--- config.mk ---
export PLATFORM = sky130hd
export DESIGN_NAME = rv_reg_file
export DESIGN_NICKNAME = d
export VERILOG_FILES = /design/src/hdl/rv_reg_file.sv
export VERILOG_INCLUDE_DIRS = /design/src /design/src/hdl
export SDC_FILE = /design/constraint.sdc
export NUM_CORES = 2
export LEC_CHECK = 0
export BUFFER_PORTS_ARGS = -buffer_cell sky130_fd_sc_hd__buf_2
export CORE_UTILIZATION = 35
export DETAILED_ROUTE_END_ITERATION = 6
export GPL_ROUTABILITY_DRIVEN = 0
export GPL_TIMING_DRIVEN = 1
export SETUP_SLACK_MARGIN = 0.05
export SLEW_MARGIN = 20
export SYNTH_ARGS = -nofsm -noshare
export SYNTH_HDL_FRONTEND = slang
export SYNTH_SLANG_ARGS = --single-unit
--- constraint.sdc ---
create_clock -name clk -period 2 [get_ports clk]
set_input_delay 0 -clock clk [delete_from_list [all_inputs] [get_ports clk]]
set_output_delay 0 -clock clk [all_outputs]
set_load 0.005 [all_outputs]
--- src/hdl/rv_core_cfg.svh ---
`ifndef RV_CORE_CFG_SVH
`define RV_CORE_CFG_SVH

// datapath width, RV64
`define RV_XLEN 64

// register file geometry
`define RV_REG_ADDR_W 5
`define RV_REG_COUNT 32

`endif

--- src/hdl/rv_reg_file.sv ---
`default_nettype none

`include "rv_core_cfg.svh"

module rv_reg_file (
    input  logic                      clk,
    input  logic                      rst_n,
    input  logic                      wb_valid,
    input  logic [`RV_REG_ADDR_W-1:0] wb_rd,
    input  logic [`RV_XLEN-1:0]       wb_data,
    input  logic [`RV_REG_ADDR_W-1:0] rs1_addr,
    input  logic [`RV_REG_ADDR_W-1:0] rs2_addr,
    output logic [`RV_XLEN-1:0]       rs1_data,
    output logic [`RV_XLEN-1:0]       rs2_data
);

    logic [`RV_XLEN-1:0] regs [1:`RV_REG_COUNT-1];  // no storage for x0

    // zero for x0, bypass a pending write, else storage
    function automatic logic [`RV_XLEN-1:0] read_port(input logic [`RV_REG_ADDR_W-1:0] addr);
        logic [`RV_XLEN-1:0] rdata;
        if (addr == '0) begin
            rdata = '0;
        end else if (wb_valid && (addr == wb_rd)) begin
            rdata = wb_data;  // write-through
        end else begin
            rdata = regs[addr];
        end
        return rdata;
    endfunction

    always_ff @(posedge clk or negedge rst_n) begin
        if (!rst_n) begin
            for (int i = 1; i < `RV_REG_COUNT; i++) begin
                regs[i] <= '0;
            end
        end else if (wb_valid && (wb_rd != '0)) begin
            regs[wb_rd] <= wb_data;
        end
    end

    always_comb begin
        rs1_data = read_port(rs1_addr);
        rs2_data = read_port(rs2_addr);
    end

    a_x0_reads_zero : assert property (@(posedge clk) disable iff (!rst_n)
        ((rs1_addr == '0) |-> (rs1_data == '0)) and ((rs2_addr == '0) |-> (rs2_data == '0)));

    // a discarded write to x0 must not show up on the next read of x0
    a_x0_write_dropped : assert property (@(posedge clk) disable iff (!rst_n)
        (wb_valid && (wb_rd == '0) && (wb_data != '0))
        |=> ((rs1_addr != '0) || (rs1_data == '0)) && ((rs2_addr != '0) || (rs2_data == '0)));

endmodule

`default_nettype wire
==> out/results.txt <==
commonest non-fill, non-tap cell in the layout: mux2_2
Largest Register: regs
max incr delay on CP: 0.46 ns
GR Util All Layers: 25.6%
CTS sink cnt: 1984
Die H: 556 um
grt ovf: 0
met3 Usage GRT: 5.31%
CTS Buf Count: 213
Cell Count Post-Placement: 11857
Lkg Pwr: 55.8 nW
YS warnings: 0
worst min path class: in -> reg
FF+latch count, synth: 1984
largest net degree at the start of global routing: 121
Most Used Layer, Global Route: met2
Pre-antenna DRT Iters: 5
CTS tree: done
CP startpoint: regs[13]
first-pass GRT wire length: 576 mm
placed wire-length estimate: 255 mm
I/O pin count: 210
total negative slack: -80.25 ns
CP max-delay cell: mux4_2
Avg Cell Area, Syn: 14.2 sq um
post-synthesis sequential area ratio: 46.3%
FILL cells: 27233
count of final setup violators: 128
DIE WIDTH: 556 um
setup slack at placement: -0.979 ns
Final Max Slew Viols: 0
final hold slack: 0.0167 ns
Vias: 76300
Core ar.: 304000 sq um
min Tclk post-route: 2.92 ns
post-layout net count: 8196
number of synthesized flops with an enable pin: 0
Clk pwr share: 32.6%
Peak VDD IR: 775 uV
most frequent cells in the layout: mux2_2, dfrtp_1, mux4_2, buf_4, buf_12
failing checks: setup timing
Tightest Pin Transition: 1.12 ns
routed len/inst: 32.3 um
WP data arrival: 2.92 ns
CP required: 2.00 ns
Area Growth Syn to Fin: 21.6%
Final Util: 42.9%
CTS root buf: clkbuf_16
clock slew at reported path FFs: 0.06 ns
WS Path Type: reg -> out
Main synth FF type: dfrtp_1
Tcrit/Tclk final: 146%
RSZ-0062 raised after global routing: true
pwr dens: 933 nW/um^2
Hold Crit Start: wb_rd[3]
post-synthesis cell count: 7532
Register Area: 49600 sq um
full die area: 309000 sq um
clock skew: 0 ns
CP Depth: 7
Non-Filler Instances: 12359
Synth cell types: 45
status: finished with violations
initial core utilization: 35.3%
Worst setup SP type: register
CP Capture Type: primary output
DRT iter0 DRCs: 8165
worst path cell trace: mux4_2, a22o_1, a221o_1, a211oi_4, buf_4, nor3_2, buf_2
worst skew pair latency: 0.85 ns
detailed-route DRC error count: 0
Post-Route WL: 400 mm
CTS HTree Levels: 4
Int Power: 87.4 mW
CP max FO: 2
grt met1 use: 34.1%
synthesized area: 107000 sq um
ys async rst share: 100%
I/O Buffers: 209
ANT nets after route: 0
reg-to-reg startpoint: regs[467]
Final Hold Viols: 0
Max-slew headroom: 25.1%
met2 usage: 40.2%
combinational share of power: 23.0%
switching fraction of total power: 28.2%
number of global-route vias before repair: 78701
number of antenna violations at the first check in global routing: 32
Largest regs: regs: 1984 flops
Largest register FFs: 1984
area occupied by multi-input gates: 55600 sq um
Setup WS post-layout: -0.917 ns
net switching power: 34.4 mW
layout cells sized above 1: 58.6%
Flop pwr share: 44.4%
CP top delay family: compound AO/OA/AOI/OAI gates
max cap viols: 0
hold path cells: 4
vias per inst: 6.17
# rows: 202
Reg2Reg Depth: 3
CP Buf/Inv Count: 2
fmax: 343 MHz
Syn Nets: 7614
CTS max path bufs: 4
==> area by class of cell <==
| type | instances | area share, % |
|---|---|---|
| clock inverters | 67 | 0.475 |
| flip-flops and latches | 1984 | 38.1 |
| multi-input cells | 4713 | 42.6 |
| clock buffers | 307 | 4.75 |
| well taps | 4080 | 3.91 |
| repair buffers | 1200 | 10.2 |
| inverters | 2 | 0.0115 |
| diodes | 6 | 0.0115 |
==> cells in the mapped netlist (68+ instances only) <==
| library cell | number | share of area, % |
|---|---|---|
| clkbuf_1 | 479 | 1.7 |
| mux2i_1 | 141 | 1.3 |
| nor3_1 | 128 | 0.60 |
| mux2_2 | 2183 | 23 |
| nor2_1 | 352 | 1.2 |
| a21oi_1 | 91 | 0.42 |
| mux4_2 | 827 | 17 |
| nor2b_1 | 68 | 0.40 |
| dfrtp_1 | 1984 | 46 |
| nand2_1 | 140 | 0.49 |
| buf_2 | 251 | 1.2 |
| a211oi_1 | 134 | 0.94 |
| a221oi_1 | 95 | 0.78 |
| o21ai_0 | 142 | 0.66 |
==> power by group through the flow <==
| stage | combinational [mW] | clock, mW | sequential (mW) |
|---|---|---|---|
| floorplan | 18.6 | 0 | 52.2 |
| global placement | 25.7 | 0 | 53.6 |
| detailed placement | 26.4 | 0 | 54.4 |
| CTS | 27.6 | 40.2 | 53.6 |
| global route | 29.8 | 41.9 | 54.9 |
| finish | 28.0 | 39.7 | 54.0 |
==> cell families (layout without fill, tap and decap cells) <==
kind of cell / Yosys count / after routing / share of synthesized area, %
compound gates: 747 / 747 / 4.97
buf+inv: 835 / 1576 / 3.62
other cells: 0 / 6 / 0
simple gates: 805 / 805 / 3.43
xor+xnor: 10 / 10 / 0.0817
mux: 3151 / 3151 / 41.6
flops: 1984 / 1984 / 46.3
==> repair_timing <==
action	in CTS	in global routing
hold endpoints to repair	3968	0
gates cloned	0	0
setup endpoints to repair	128	227
resized for setup	282	120
hold buffers	71	0
setup buffers	60	18
pin swaps	191	112
==> worst reg2reg max path, cell delays in order (launching register included) <==
cell and delay [ns]:
dfrtp_1 0.41, buf_6 0.13, buf_4 0.12, mux2_2 0.25
==> routing by layer <==
metal | vias up | part of all wire (%)
met5 | - | 0.029
met4 | 18 | 5.0
met3 | 984 | 8.4
met2 | 3824 | 46
met1 | 41377 | 40
li1 | 30097 | -
==> metrics by stage <==
| stage | area, sq um | power [mW] |
|---|---|---|
| 2_1_floorplan | 107000 | 70.8 |
| 3_3_place_gp | 121000 | 79.3 |
| 3_5_place_dp | 121000 | 80.7 |
| 4_1_cts | 130000 | 121 |
| 5_1_grt | 130000 | 126 |
| 6_report | 130000 | 122 |
==> worst paths after layout <==
check	endpoint	slack (ns)
max	rs1_data[13]	-0.92
min	regs[1720]	0.02
max reg2reg	regs[467]	0.97
min reg2reg	regs[1637]	0.52
max in group asynchronous	regs[810]	0.52
min in group asynchronous	regs[1497]	0.40
Power figures use the tool's default switching activity.
