$ cat src/hdl/rv_core_cfg.svh
`ifndef RV_CORE_CFG_SVH
`define RV_CORE_CFG_SVH

// datapath width, RV64
`define RV_XLEN 64

// register file geometry
`define RV_REG_ADDR_W 5
`define RV_REG_COUNT 32

`endif

$ cat src/hdl/rv_core_pkg.sv
`default_nettype none

`include "rv_core_cfg.svh"

package rv_core_pkg;

    // register-register layout, also used for the register fields of other formats
    typedef struct packed {
        logic [6:0]                funct7;
        logic [`RV_REG_ADDR_W-1:0] rs2;
        logic [`RV_REG_ADDR_W-1:0] rs1;
        logic [2:0]                funct3;
        logic [`RV_REG_ADDR_W-1:0] rd;
        logic [6:0]                opcode;
    } rv_r_fmt_t;

    typedef struct packed {
        logic [11:0]               imm12;
        logic [`RV_REG_ADDR_W-1:0] rs1;
        logic [2:0]                funct3;
        logic [`RV_REG_ADDR_W-1:0] rd;
        logic [6:0]                opcode;
    } rv_i_fmt_t;

    typedef union packed {
        rv_r_fmt_t r_fmt;
        rv_i_fmt_t i_fmt;
    } rv_instr_u;

    typedef enum logic [3:0] {
        alu_add    = 4'd0,
        alu_sub    = 4'd1,
        alu_sll    = 4'd2,
        alu_slt    = 4'd3,
        alu_sltu   = 4'd4,
        alu_xor    = 4'd5,
        alu_srl    = 4'd6,
        alu_sra    = 4'd7,
        alu_or     = 4'd8,
        alu_and    = 4'd9,
        alu_pass_b = 4'd10  // lui
    } rv_alu_op_e;

    localparam logic [6:0] OPC_OP        = 7'b0110011;
    localparam logic [6:0] OPC_OP_IMM    = 7'b0010011;
    localparam logic [6:0] OPC_OP_32     = 7'b0111011;
    localparam logic [6:0] OPC_OP_IMM_32 = 7'b0011011;
    localparam logic [6:0] OPC_LUI       = 7'b0110111;

endpackage

`default_nettype wire

$ cat src/hdl/rv_decode.sv
`default_nettype none

`include "rv_core_cfg.svh"

module rv_decode import rv_core_pkg::*; (
    input  logic                      clk,
    input  logic                      rst_n,
    input  logic                      in_valid,
    input  logic [31:0]               instr,
    input  logic [`RV_XLEN-1:0]       rs1_data,
    input  logic [`RV_XLEN-1:0]       rs2_data,
    input  logic                      ex_valid,
    input  logic [`RV_REG_ADDR_W-1:0] ex_rd,
    input  logic [`RV_XLEN-1:0]       ex_result,
    output logic [`RV_REG_ADDR_W-1:0] rs1_addr,
    output logic [`RV_REG_ADDR_W-1:0] rs2_addr,
    output logic                      id_valid,
    output logic                      id_illegal,
    output rv_alu_op_e                id_op,
    output logic                      id_word,
    output logic [`RV_XLEN-1:0]       id_a,
    output logic [`RV_XLEN-1:0]       id_b,
    output logic [`RV_REG_ADDR_W-1:0] id_rd
);

    rv_instr_u           instr_u;
    rv_alu_op_e          op_dec;
    logic                word_dec;
    logic                legal;
    logic                alt;       // instr bit 30, selects sub and sra
    logic [`RV_XLEN-1:0] i_imm;
    logic [`RV_XLEN-1:0] u_imm;
    logic [`RV_XLEN-1:0] src_a;
    logic [`RV_XLEN-1:0] src_b;
    logic [`RV_XLEN-1:0] operand_b;

    // funct3 map shared by OP and OP-IMM
    function automatic rv_alu_op_e alu_sel(input logic [2:0] f3, input logic sel_alt);
        rv_alu_op_e op;
        case (f3)
            3'b000:  op = sel_alt ? alu_sub : alu_add;
            3'b001:  op = alu_sll;
            3'b010:  op = alu_slt;
            3'b011:  op = alu_sltu;
            3'b100:  op = alu_xor;
            3'b101:  op = sel_alt ? alu_sra : alu_srl;
            3'b110:  op = alu_or;
            default: op = alu_and;
        endcase
        return op;
    endfunction

    assign instr_u  = instr;
    assign rs1_addr = instr_u.r_fmt.rs1;
    assign rs2_addr = instr_u.r_fmt.rs2;
    assign alt      = instr_u.r_fmt.funct7[5];
    assign i_imm    = {{(`RV_XLEN-12){instr_u.i_fmt.imm12[11]}}, instr_u.i_fmt.imm12};
    assign u_imm    = {{(`RV_XLEN-32){instr[31]}}, instr[31:12], 12'b0};

    // execute-stage result wins over the register file
    assign src_a = (ex_valid && (ex_rd != '0) && (ex_rd == rs1_addr)) ? ex_result : rs1_data;
    assign src_b = (ex_valid && (ex_rd != '0) && (ex_rd == rs2_addr)) ? ex_result : rs2_data;

    always_comb begin
        op_dec    = alu_add;
        word_dec  = 1'b0;
        legal     = 1'b1;
        operand_b = src_b;
        case (instr_u.r_fmt.opcode)
            OPC_OP: begin
                op_dec = alu_sel(instr_u.r_fmt.funct3, alt);
            end
            OPC_OP_IMM: begin
                op_dec    = alu_sel(instr_u.i_fmt.funct3, (instr_u.i_fmt.funct3 == 3'b101) && alt);
                operand_b = i_imm;  // shifts take the low 6 bits
            end
            OPC_OP_32: begin
                op_dec   = alt ? alu_sub : alu_add;
                word_dec = 1'b1;
                legal    = (instr_u.r_fmt.funct3 == 3'b000);  // addw, subw only
            end
            OPC_OP_IMM_32: begin
                word_dec  = 1'b1;
                operand_b = i_imm;
                legal     = (instr_u.i_fmt.funct3 == 3'b000);  // addiw only
            end
            OPC_LUI: begin
                op_dec    = alu_pass_b;
                operand_b = u_imm;
            end
            default: begin
                legal = 1'b0;
            end
        endcase
    end

    always_ff @(posedge clk or negedge rst_n) begin
        if (!rst_n) begin
            id_valid   <= 1'b0;
            id_illegal <= 1'b0;
        end else begin
            id_valid   <= in_valid && legal;
            id_illegal <= in_valid && !legal;
        end
    end

    always_ff @(posedge clk) begin
        if (in_valid) begin
            id_op   <= op_dec;
            id_word <= word_dec;
            id_a    <= src_a;
            id_b    <= operand_b;
            id_rd   <= instr_u.r_fmt.rd;
        end
    end

    a_instr_known : assert property (@(posedge clk) disable iff (!rst_n)
        in_valid |-> !$isunknown(instr));

endmodule

`default_nettype wire

$ cat config.mk
export PLATFORM = sky130hd
export DESIGN_NAME = rv_decode
export DESIGN_NICKNAME = d
export VERILOG_FILES = /design/src/hdl/rv_core_pkg.sv /design/src/hdl/rv_decode.sv
export VERILOG_INCLUDE_DIRS = /design/src /design/src/hdl
export SDC_FILE = /design/constraint.sdc
export NUM_CORES = 1
export LEC_CHECK = 0
export ABC_AREA = 1
export BUFFER_PORTS_ARGS = -buffer_cell sky130_fd_sc_hd__buf_2
export CORE_AREA = 2 2 148 150
export DETAILED_ROUTE_END_ITERATION = 6
export DIE_AREA = 0 0 150 152
export PLACE_DENSITY = 0.65
export REMOVE_ABC_BUFFERS = 1
export SYNTH_ARGS = -nofsm -noshare
export SYNTH_HDL_FRONTEND = slang
export SYNTH_SLANG_ARGS = --single-unit
$ cat constraint.sdc
create_clock -name clk -period 0.8 [get_ports clk]
set_input_delay 0.24 -clock clk [delete_from_list [all_inputs] [get_ports clk]]
set_output_delay 0.24 -clock clk [all_outputs]
set_load 0.01 [all_outputs]
==> results of run 1 <==
power by group through the flow:
stage                     Sequential (W)  Combinational (W)  Clock (W)
after floorplan                  0.00944           0.000881          0
after global placement           0.00906            0.00337          0
after detailed placement         0.00908            0.00339          0
after CTS                        0.00893            0.00416    0.00870
after global routing             0.00899            0.00504    0.00899
final                            0.00894            0.00472    0.00857
sequential cells by signal, summed over array words and instances (netlist names):
register	cells
id_rd	5
id_word	1
id_b	64
id_valid	1
id_a	64
id_op	4
id_illegal	1
routing by layer:
metal  routed length (um)  part of all wire (%)  GRT usage, %
met1                11800                    36          31.0
met2                16300                    50          45.8
met3                 2870                   8.9          7.21
met4                 1360                   4.2          10.1
met5                   31                 0.096             0
cells by family after synthesis:
group / count (synthesis) / share of synthesized area (%)
DFF: 140 / 55.2
xor gates and xnor gates: 9 / 1.04
buffers and inverters: 223 / 14.7
and+or+nand+nor: 399 / 23.9
AOI/OAI and AO/OA: 77 / 5.20
area by class of cell:
type / instances / area, sq um / share of cell area [%]
Clock buffer: 19 / 433 / 3.15
Sequential cell: 140 / 4190 / 30.5
Inverter: 159 / 609 / 4.43
Tap cell: 280 / 350 / 2.55
Timing Repair Buffer: 565 / 4610 / 33.5
Clock inverter: 13 / 190 / 1.38
Multi-Input combinational cell: 485 / 3370 / 24.5
Antenna cell: 3 / 7.51 / 0.0546
final timing paths:
check	endpoint	cells past startpoint	slack (ns)
max	id_b[20]$_DFFE_PP_	12	-0.51
min	id_a[9]$_DFFE_PP_	1	0.09
max in group asynchronous	id_valid$_DFF_PN0_	2	0.57
min in group asynchronous	id_illegal$_DFF_PN0_	2	0.14
cell usage after synthesis:
library cell | instances | area, sq um
nor2_4 | 2 | 22.5
inv_1 | 156 | 586
edfxtp_1 | 138 | 4140
o21ai_0 | 8 | 40.0
nand3b_1 | 1 | 7.51
buf_4 | 21 | 158
o2111ai_1 | 1 | 8.76
o21ai_2 | 1 | 8.76
nor3_4 | 1 | 16.3
o211ai_1 | 1 | 7.51
nand4_1 | 65 | 407
xor2_1 | 4 | 35.0
xnor2_1 | 5 | 43.8
nand3_4 | 1 | 17.5
o21ai_1 | 64 | 320
nand3_1 | 64 | 320
nor2_1 | 9 | 33.8
inv_2 | 3 | 11.3
nor3_1 | 2 | 10.0
nor3b_2 | 1 | 12.5
nor3b_1 | 1 | 7.51
buf_2 | 19 | 95.1
a21oi_1 | 2 | 10.0
dfrtp_1 | 2 | 50.1
nand2_1 | 247 | 927
nand2_2 | 2 | 12.5
nor2_2 | 2 | 12.5
or2_2 | 1 | 6.26
buf_6 | 24 | 270
stage by stage:
step	utilization, %	setup WS (ns)	TNS, ns	power (W)
2_1_floorplan	-	-3.96	-394.43	0.0103
3_3_place_gp	48.2	-0.860	-127.35	0.0124
3_5_place_dp	48.2	-0.869	-130.05	0.0125
4_1_cts	60.6	-0.488	-106.80	0.0218
5_1_grt	64.4	-0.550	-118.57	0.0230
6_report	64.4	-0.511	-107.61	0.0222
timing repair:
action                                 4_1_cts  5_1_grt
pin swaps                                   63       58
setup endpoints to repair                  283      281
endpoints found under the hold margin        7        0
gates resized for setup                    248      194
gates cloned                                25        6
hold buffers                                 6        0
buffers inserted                            47       13
==> impl_metrics.yaml, run 1 <==
outcome:
  status: "finished with violations"
  violations: "setup timing"
setup_path:
  worst_ep_arrival_time_ns: 1.59
  cp-startpoint: "instr[20]"
  critPathMaxStageDelay_ns: 0.17
  crit_required_ns: 1.08
  crit_family: "buffers and inverters"
  cp-start-kind: "primary input"
  path_class: "primary input to register"
  crit_chain: "buf_8 -> xnor2_4 -> nand2_2 -> nor2_4 -> buf_12 -> nand3_4 -> buf_12 -> buf_12 -> buf_16 -> nand2_4 -> nand3_2 -> nand2_1"
  crit_slowest_cell: "buf_12"
  cp_max_fo: 7
  worstSetupEndpointType: "register"
  cp_common_cell: "buf_12"
  worst-path-buf-inv: 5
timing:
  slew_headroom_pct: 75.3
  hold_viol_final: 0
  layout_min_cycle_time_ns: 1.31
  drv_slew: 0
  rsz0062_at_grt: "true"
  finalSetupViolations: 275
  timing.hold.ws_ns: 0.0911
  worst_pin_slew_ns: 0.370
  fmax_ghz: 0.763
  finalCritPeriodShare_pct: 164
  fin_ws_ns: -0.511
drt:
  wirelength_mm: 32.4
  wl_per_cell_um: 19.4
  num_vias: 8248
  drc: 0
  postRouteAntennaNets: 0
  drtIter0Drc: 495
  vias_per_cell: 4.96
  dr.pass1.iters: 5
clock_tree:
  clk_pin_slew_worst_paths_ns: 0.07
  clockBufferDepth: 2
  cts.sinks: 140
  cts-root-buf: "clkbuf_16"
  htreeDepth: 4
  cts-buffers-inserted: 17
  cts_tree: "done"
yosys:
  avgSynthCellArea_sq_um: 8.96
  post_synth_instance_area_sq_um: 7600
  yosys.cell_types.count: 29
  yosys_warnings: 0
  yosysSeqAreaShare_pct: 55.2
  syn_inst: 848
  ys_seq_elements: 140
cells_and_area:
  area_growth_pct: 81.0
  nets: 1601
  drive_gt1_share_pct: 58.7
  nFillCells: 1674
  layout_commonest_cell: "buf_2"
  fin_cells: 1664
  layout_common_cells: "buf_2 (351), inv_1 (152), edfxtp_1 (138)"
  post-route-cell-area_sq_um: 13800
power:
  pwr-share-clk_pct: 38.6
  p_leak_nw: 6.97
  p_sw_w: 0.00592
  seqPwrFrac_pct: 40.2
  powerDensity_nw_per_um2: 1620
  cellInternalPower_w: 0.0163
  swShare_pct: 26.6
  pwr-share-comb_pct: 21.2
  ir_worst_vdd_mv: 1.31
floorplanning:
  core_sq_um: 21400
  pin_count: 383
  rows: 54
  start_util_pct: 35.6
  dieArea_sq_um: 22800
  fp.dieW_um: 150
  dieHeight_um: 152
placed_design:
  place_area_sq_um: 10300
  dp_hpwl_mm: 19.2
  place_inst: 1543
  portBuffers: 382
  place.gp.congestion: 0.869
flow_run:
  max_cap_viol_count: 0
grt:
  grt_pass1_vias: 8060
  grt_usage_pct: 26.4
  grt_overflow: 0
  grt_antenna_before_repair: 5
  grt_pass1_wl_mm: 45.3
  grt_max_degree: 44
min_path:
  hold_start: "in_valid"
  min_path_type: "primary input to register"
(Power assumes the default switching activity.)
==> run 2, diff against run 1 <==
- CORE_AREA: 2 2 148 150 -> not set
- CORE_ASPECT_RATIO: not set -> 0.7
- CORE_MARGIN: not set -> 8
- CORE_UTILIZATION: not set -> 46
- DIE_AREA: 0 0 150 152 -> not set
- PLACE_DENSITY: 0.65 -> 0.84
==> impl_metrics.yaml, run 2 (same netlist as run 1, synthesis figures left out) <==
grt:
  grt_usage_pct: 29.8
  grt_overflow: 0
  grt_pass1_wl_mm: 47.6
  grt_max_degree: 44
  grt_antenna_before_repair: 2
  grt_pass1_vias: 8695
timing:
  fmax_ghz: 0.714
  finalSetupViolations: 281
  fin_ws_ns: -0.601
  rsz0062_at_grt: "true"
  worst_pin_slew_ns: 0.310
  drv_slew: 0
  slew_headroom_pct: 79.2
  hold_viol_final: 0
  layout_min_cycle_time_ns: 1.40
  finalCritPeriodShare_pct: 175
setup_path:
  path_class: "primary input to register"
  cp_max_fo: 8
  cp-start-kind: "primary input"
  crit_required_ns: 0.97
  worstSetupEndpoint: "id_a[31]$_DFFE_PP_"
  worst_ep_arrival_time_ns: 1.57
  cp-startpoint: "ex_rd[2]"
  worstSetupEndpointType: "register"
placed_design:
  portBuffers: 382
  place_ws_ns: -0.865
  dp_hpwl_mm: 21.5
  place.gp.congestion: 0.926
drt:
  vias_per_cell: 5.82
  drc: 0
  drtIter0Drc: 1328
  wl_per_cell_um: 25.1
  num_vias: 9212
  postRouteAntennaNets: 0
  wirelength_mm: 39.7
  dr.pass1.iters: 6
cells_and_area:
  layout_commonest_cell: "buf_2"
  drive_gt1_share_pct: 57.3
  nets: 1575
  layout_common_cells: "buf_2 (342), inv_1 (153), nand2_1 (152)"
  reg_top3: "id_a (64), id_b (64), id_rd (5)"
  area_growth_pct: 74.4
  utilization_pct: 81.6
power:
  powerDensity_nw_per_um2: 1640
  pwr-share-clk_pct: 36.1
  seqPwrFrac_pct: 41.6
  p_leak_nw: 6.79
  p_sw_w: 0.00638
  cellInternalPower_w: 0.0153
  pwr-share-comb_pct: 22.3
  ir_worst_vdd_mv: 1.27
  swShare_pct: 29.4
floorplanning:
  fp.dieW_um: 170
  rows: 39
  start_util_pct: 46.8
  pin_count: 383
  core_sq_um: 16200
  dieHeight_um: 124
  dieArea_sq_um: 21000
clock_tree:
  cts-buffers-inserted: 17
  clockBufferDepth: 2
  cts_tree: "done"
  clk_pin_slew_worst_paths_ns: 0.07
  cts-root-buf: "clkbuf_16"
  cts.sinks: 140
  htreeDepth: 4
outcome:
  status: "finished with violations"
  violations: "setup timing"
flow_run:
  max_cap_viol_count: 0
min_path:
  min_path_type: "primary input to register"
run 2: cell types whose count changed in the layout (fill, tap and decap cells not counted), sizes merged, moves of 3 or more:
cell / change
buf: -23
inv: +4
clkinvlp: +3
bufinv: -3
bufbuf: -3
clkinv: -3
run 2: power by group through the flow:
stage / clock network [W] / logic, W / registers [W]
global placement: 0 / 0.00333 / 0.00908
finish: 0.00784 / 0.00484 / 0.00903
global route: 0.00807 / 0.00504 / 0.00906
CTS: 0.00772 / 0.00396 / 0.00896
floorplan: 0 / 0.000881 / 0.00944
detailed placement: 0 / 0.00342 / 0.00910
run 2: area by class of cell:
| cell class | count | area, sq um |
|---|---|---|
| repair buffers | 539 | 4240 |
| flip-flops and latches | 140 | 4190 |
| multi-input cells | 485 | 3370 |
| fillers | 846 | 2990 |
| inverters | 159 | 599 |
| clock buffers | 18 | 429 |
| well taps | 225 | 282 |
| clock inverters | 14 | 134 |
| diodes | 2 | 5.00 |
run 2: metal layers:
metal / global-route usage (%) / up-vias / wire [um]
met4: 12.9 / 0 / 2240
li1: - / 3782 / -
met1: 32.7 / 4292 / 12900
met2: 53.3 / 922 / 19400
met3: 9.03 / 216 / 5040
met5: 0 / - / 0
run 2: how the worst min path moves through the flow:
stage               from  slack (ns)  depth (start not counted)              endpoint
2_1_floorplan      rst_n       -0.06                          0  id_illegal$_DFF_PN0_
3_3_place_gp       rst_n        0.02                          1    id_valid$_DFF_PN0_
3_5_place_dp       rst_n        0.03                          1    id_valid$_DFF_PN0_
4_1_cts        instr[11]       0.002                          1    id_rd[4]$_DFFE_PP_
5_1_grt         instr[9]        0.02                          1    id_rd[2]$_DFFE_PP_
6_report       instr[11]        0.03                          1    id_rd[4]$_DFFE_PP_
run 2: through the flow:
step	hold WS (ns)	instance area, sq um	setup TNS, ns	instances	power, W
2_1_floorplan	-0.0556	7080	-394.43	784	0.0103
3_3_place_gp	0.0248	10200	-120.04	1488	0.0124
3_5_place_dp	0.0261	10200	-127.38	1488	0.0125
4_1_cts	0.00189	12100	-102.27	1564	0.0206
5_1_grt	0.0174	13300	-128.10	1582	0.0222
6_report	0.0304	13300	-121.67	1582	0.0217
run 2: what timing repair did:
| item | in CTS | in global routing |
|---|---|---|
| setup buffers | 22 | 16 |
| gates resized for setup | 180 | 244 |
| hold buffers | 4 | 0 |
| gates cloned | 18 | 8 |
| endpoints found under the hold margin | 5 | 0 |
| endpoints found under the setup margin | 284 | 284 |
| pin swaps | 32 | 57 |
run 2: worst max-delay path, cell delays in order:
cell and delay [ns]:
buf_8 0.11, nor2_4 0.09, nand3b_1 0.10, nand2_1 0.14, inv_2 0.08, nand4_1 0.12, buf_6 0.15, buf_12 0.16
buf_8 0.15, buf_16 0.15, o21ai_4 0.06
==> run 3, diff against run 2 <==
- ABC_AREA: 1 -> 0
- CORE_AREA: not set -> 8 8 144 146
- CORE_ASPECT_RATIO: 0.7 -> not set
- CORE_MARGIN: 8 -> not set
- CORE_UTILIZATION: 46 -> not set
- DIE_AREA: not set -> 0 0 152 154
- PLACE_DENSITY: 0.84 -> 0.72
==> impl_metrics.yaml, run 3 <==
timing:
  fin_ws_ns: -0.852
  layout_min_cycle_time_ns: 1.65
  timing.hold.ws_ns: 0.110
  finalSetupViolations: 283
  rsz0062_at_grt: "true"
  finalCritPeriodShare_pct: 207
  drv_slew: 0
  hold_viol_final: 0
  fmax_ghz: 0.605
  worst_pin_slew_ns: 0.413
  slew_headroom_pct: 72.5
setup_path:
  crit_required_ns: 0.93
  crit_chain: "buf_6 -> or4_4 -> buf_6 -> o211a_4 -> buf_12 -> nand4_1 -> o221ai_1"
  path_class: "primary input to register"
  crit_family: "simple AND/OR/NAND/NOR gates"
  worst_ep_arrival_time_ns: 1.78
  worst-path-buf-inv: 3
  critPathMaxStageDelay_ns: 0.56
  crit_slowest_cell: "or4_4"
  worstSetupEndpointType: "register"
  cp-startpoint: "ex_rd[1]"
  cp-start-kind: "primary input"
  cp_max_fo: 13
  cp_common_cell: "buf_6"
flow_run:
  max_cap_viol_count: 0
yosys:
  synth_simple_gate_area_share_pct: 10.1
  synthFlopType: "edfxtp_1"
  synthAdderAreaFrac_pct: 0
  synth-xor-area-share_pct: 1.41
  yosys.cell_types.count: 40
  avgSynthCellArea_sq_um: 12.6
  yosysSeqAreaShare_pct: 61.3
  synth_top_cell_area_share_pct: 60.5
  synth_compound_area_share_pct: 12.0
  synth_top_area_cell: "edfxtp_1"
  ys_seq_elements: 140
  synth_edf_count: 138
  syn_inst: 542
  yosysMostFrequentCell: "edfxtp_1"
  synthTopCellsByCount: "edfxtp_1 (138), mux2_2 (59), nand2_1 (44)"
  synthTopCellsByArea: "edfxtp_1 (61%), mux2_2 (9.7%), a31oi_1 (3.0%)"
  synth_top_family_by_area: "compound AO/OA/AOI/OAI gates"
  synth.area.mux_share_pct: 10.5
  yosys_warnings: 0
  synthArstFlopShare_pct: 1.43
  post_synth_instance_area_sq_um: 6840
power:
  powerDensity_nw_per_um2: 2030
  p_leak_nw: 4.47
  ir_worst_vdd_mv: 1.33
clock_tree:
  clk_pin_slew_worst_paths_ns: 0.06
  cts_tree: "done"
  htreeDepth: 4
  cts-buffers-inserted: 17
  cts.sinks: 140
  clockBufferDepth: 2
  cts-root-buf: "clkbuf_16"
floorplanning:
  dieHeight_um: 154
  pin_count: 383
  start_util_pct: 37.1
  dieArea_sq_um: 23400
  fp.dieW_um: 152
  rows: 50
  core_sq_um: 18500
outcome:
  violations: "setup timing"
  status: "finished with violations"
min_path:
  min_path_type: "primary input to register"
  hold_start: "rs1_data[12]"
cells_and_area:
  nets: 1200
  nFillCells: 1539
  reg_top3: "id_a (64), id_b (64), id_rd (5)"
  layout_commonest_cell: "buf_2"
  drive_gt1_share_pct: 60.6
  utilization_pct: 58.1
  layout_common_cells: "buf_2 (365), edfxtp_1 (138), mux2_2 (57)"
  area_growth_pct: 56.7
placed_design:
  dp_hpwl_mm: 19.8
  place.gp.congestion: 0.857
  portBuffers: 382
grt:
  grt_antenna_before_repair: 3
  grt_usage_pct: 21.0
  grt_overflow: 0
  grt_pass1_vias: 6883
  grt_pass1_wl_mm: 38.7
  grt_max_degree: 48
drt:
  vias_per_cell: 5.44
  wl_per_cell_um: 22.5
  met1Wirelength_mm: 10.3
  drtIter0Drc: 492
  postRouteAntennaNets: 0
  drc: 0
  met3_length_mm: 2.28
  wirelength_mm: 27.4
  wl_met2_mm: 14.2
  num_vias: 6612
  dr.pass1.iters: 5
  top_layer_used: "met5"
[run 3: worst paths after layout]
path | depth (start not counted) | slack, ns | end
worst max-delay path | 7 | -0.85 | id_b[30]$_DFFE_PP_
worst min-delay path | 2 | 0.11 | id_a[12]$_DFFE_PP_
max in group asynchronous | 2 | 0.54 | id_valid$_DFF_PN0_
min in group asynchronous | 2 | 0.16 | id_illegal$_DFF_PN0_
[run 3: metrics by stage]
| step | TNS, ns | instance area, sq um | setup WS [ns] | power (W) | instances |
|---|---|---|---|---|---|
| floorplan | -443.54 | 6530 | -5.02 | 0.0102 | 480 |
| global placement | -180.33 | 9450 | -1.27 | 0.0122 | 1163 |
| detailed placement | -180.93 | 9450 | -1.28 | 0.0123 | 1163 |
| CTS | -142.27 | 10300 | -0.756 | 0.0214 | 1203 |
| global route | -161.56 | 10700 | -0.856 | 0.0224 | 1215 |
| finish | -151.91 | 10700 | -0.852 | 0.0217 | 1215 |
[run 3: cell families after synthesis]
logic type	after synthesis
buffers and inverters	64
AOI/OAI and AO/OA	129
and+or+nand+nor	134
muxes	64
DFF	140
xor gates and xnor gates	11
[run 3: area by class of cell]
cell class | count | area (sq um) | share of cell area, %
Clock buffer | 18 | 429 | 4.00
Antenna cell | 2 | 5.00 | 0.0467
Timing Repair Buffer | 468 | 3010 | 28.1
Tap cell | 234 | 293 | 2.73
Multi-Input combinational cell | 338 | 2550 | 23.8
Sequential cell | 140 | 4190 | 39.1
Inverter | 2 | 7.51 | 0.0700
Clock inverter | 13 | 236 | 2.20
[run 3: per-layer routing]
metal / global-route usage, % / up-vias
li1: - / 2997
met3: 6.87 / 50
met4: 8.76 / 2
met5: 0 / -
met1: 22.2 / 3185
met2: 37.8 / 378
[run 3: timing repair]
action                                 CTS  global route
pin swaps                               27            28
hold buffers                             6             0
endpoints found under the hold margin    7             0
gates resized for setup                 26            55
setup buffers                            3             1
gates cloned                             0             9
setup endpoints to repair              282           283
[run 3: power breakdown]
| group | switching, W | internal, W | leakage, nW | total [W] |
|---|---|---|---|---|
| Sequential | 0.000163 | 0.00877 | 1.37 | 0.00893 |
| Combinational | 0.00197 | 0.00180 | 2.77 | 0.00377 |
| Clock | 0.00317 | 0.00587 | 0.321 | 0.00904 |
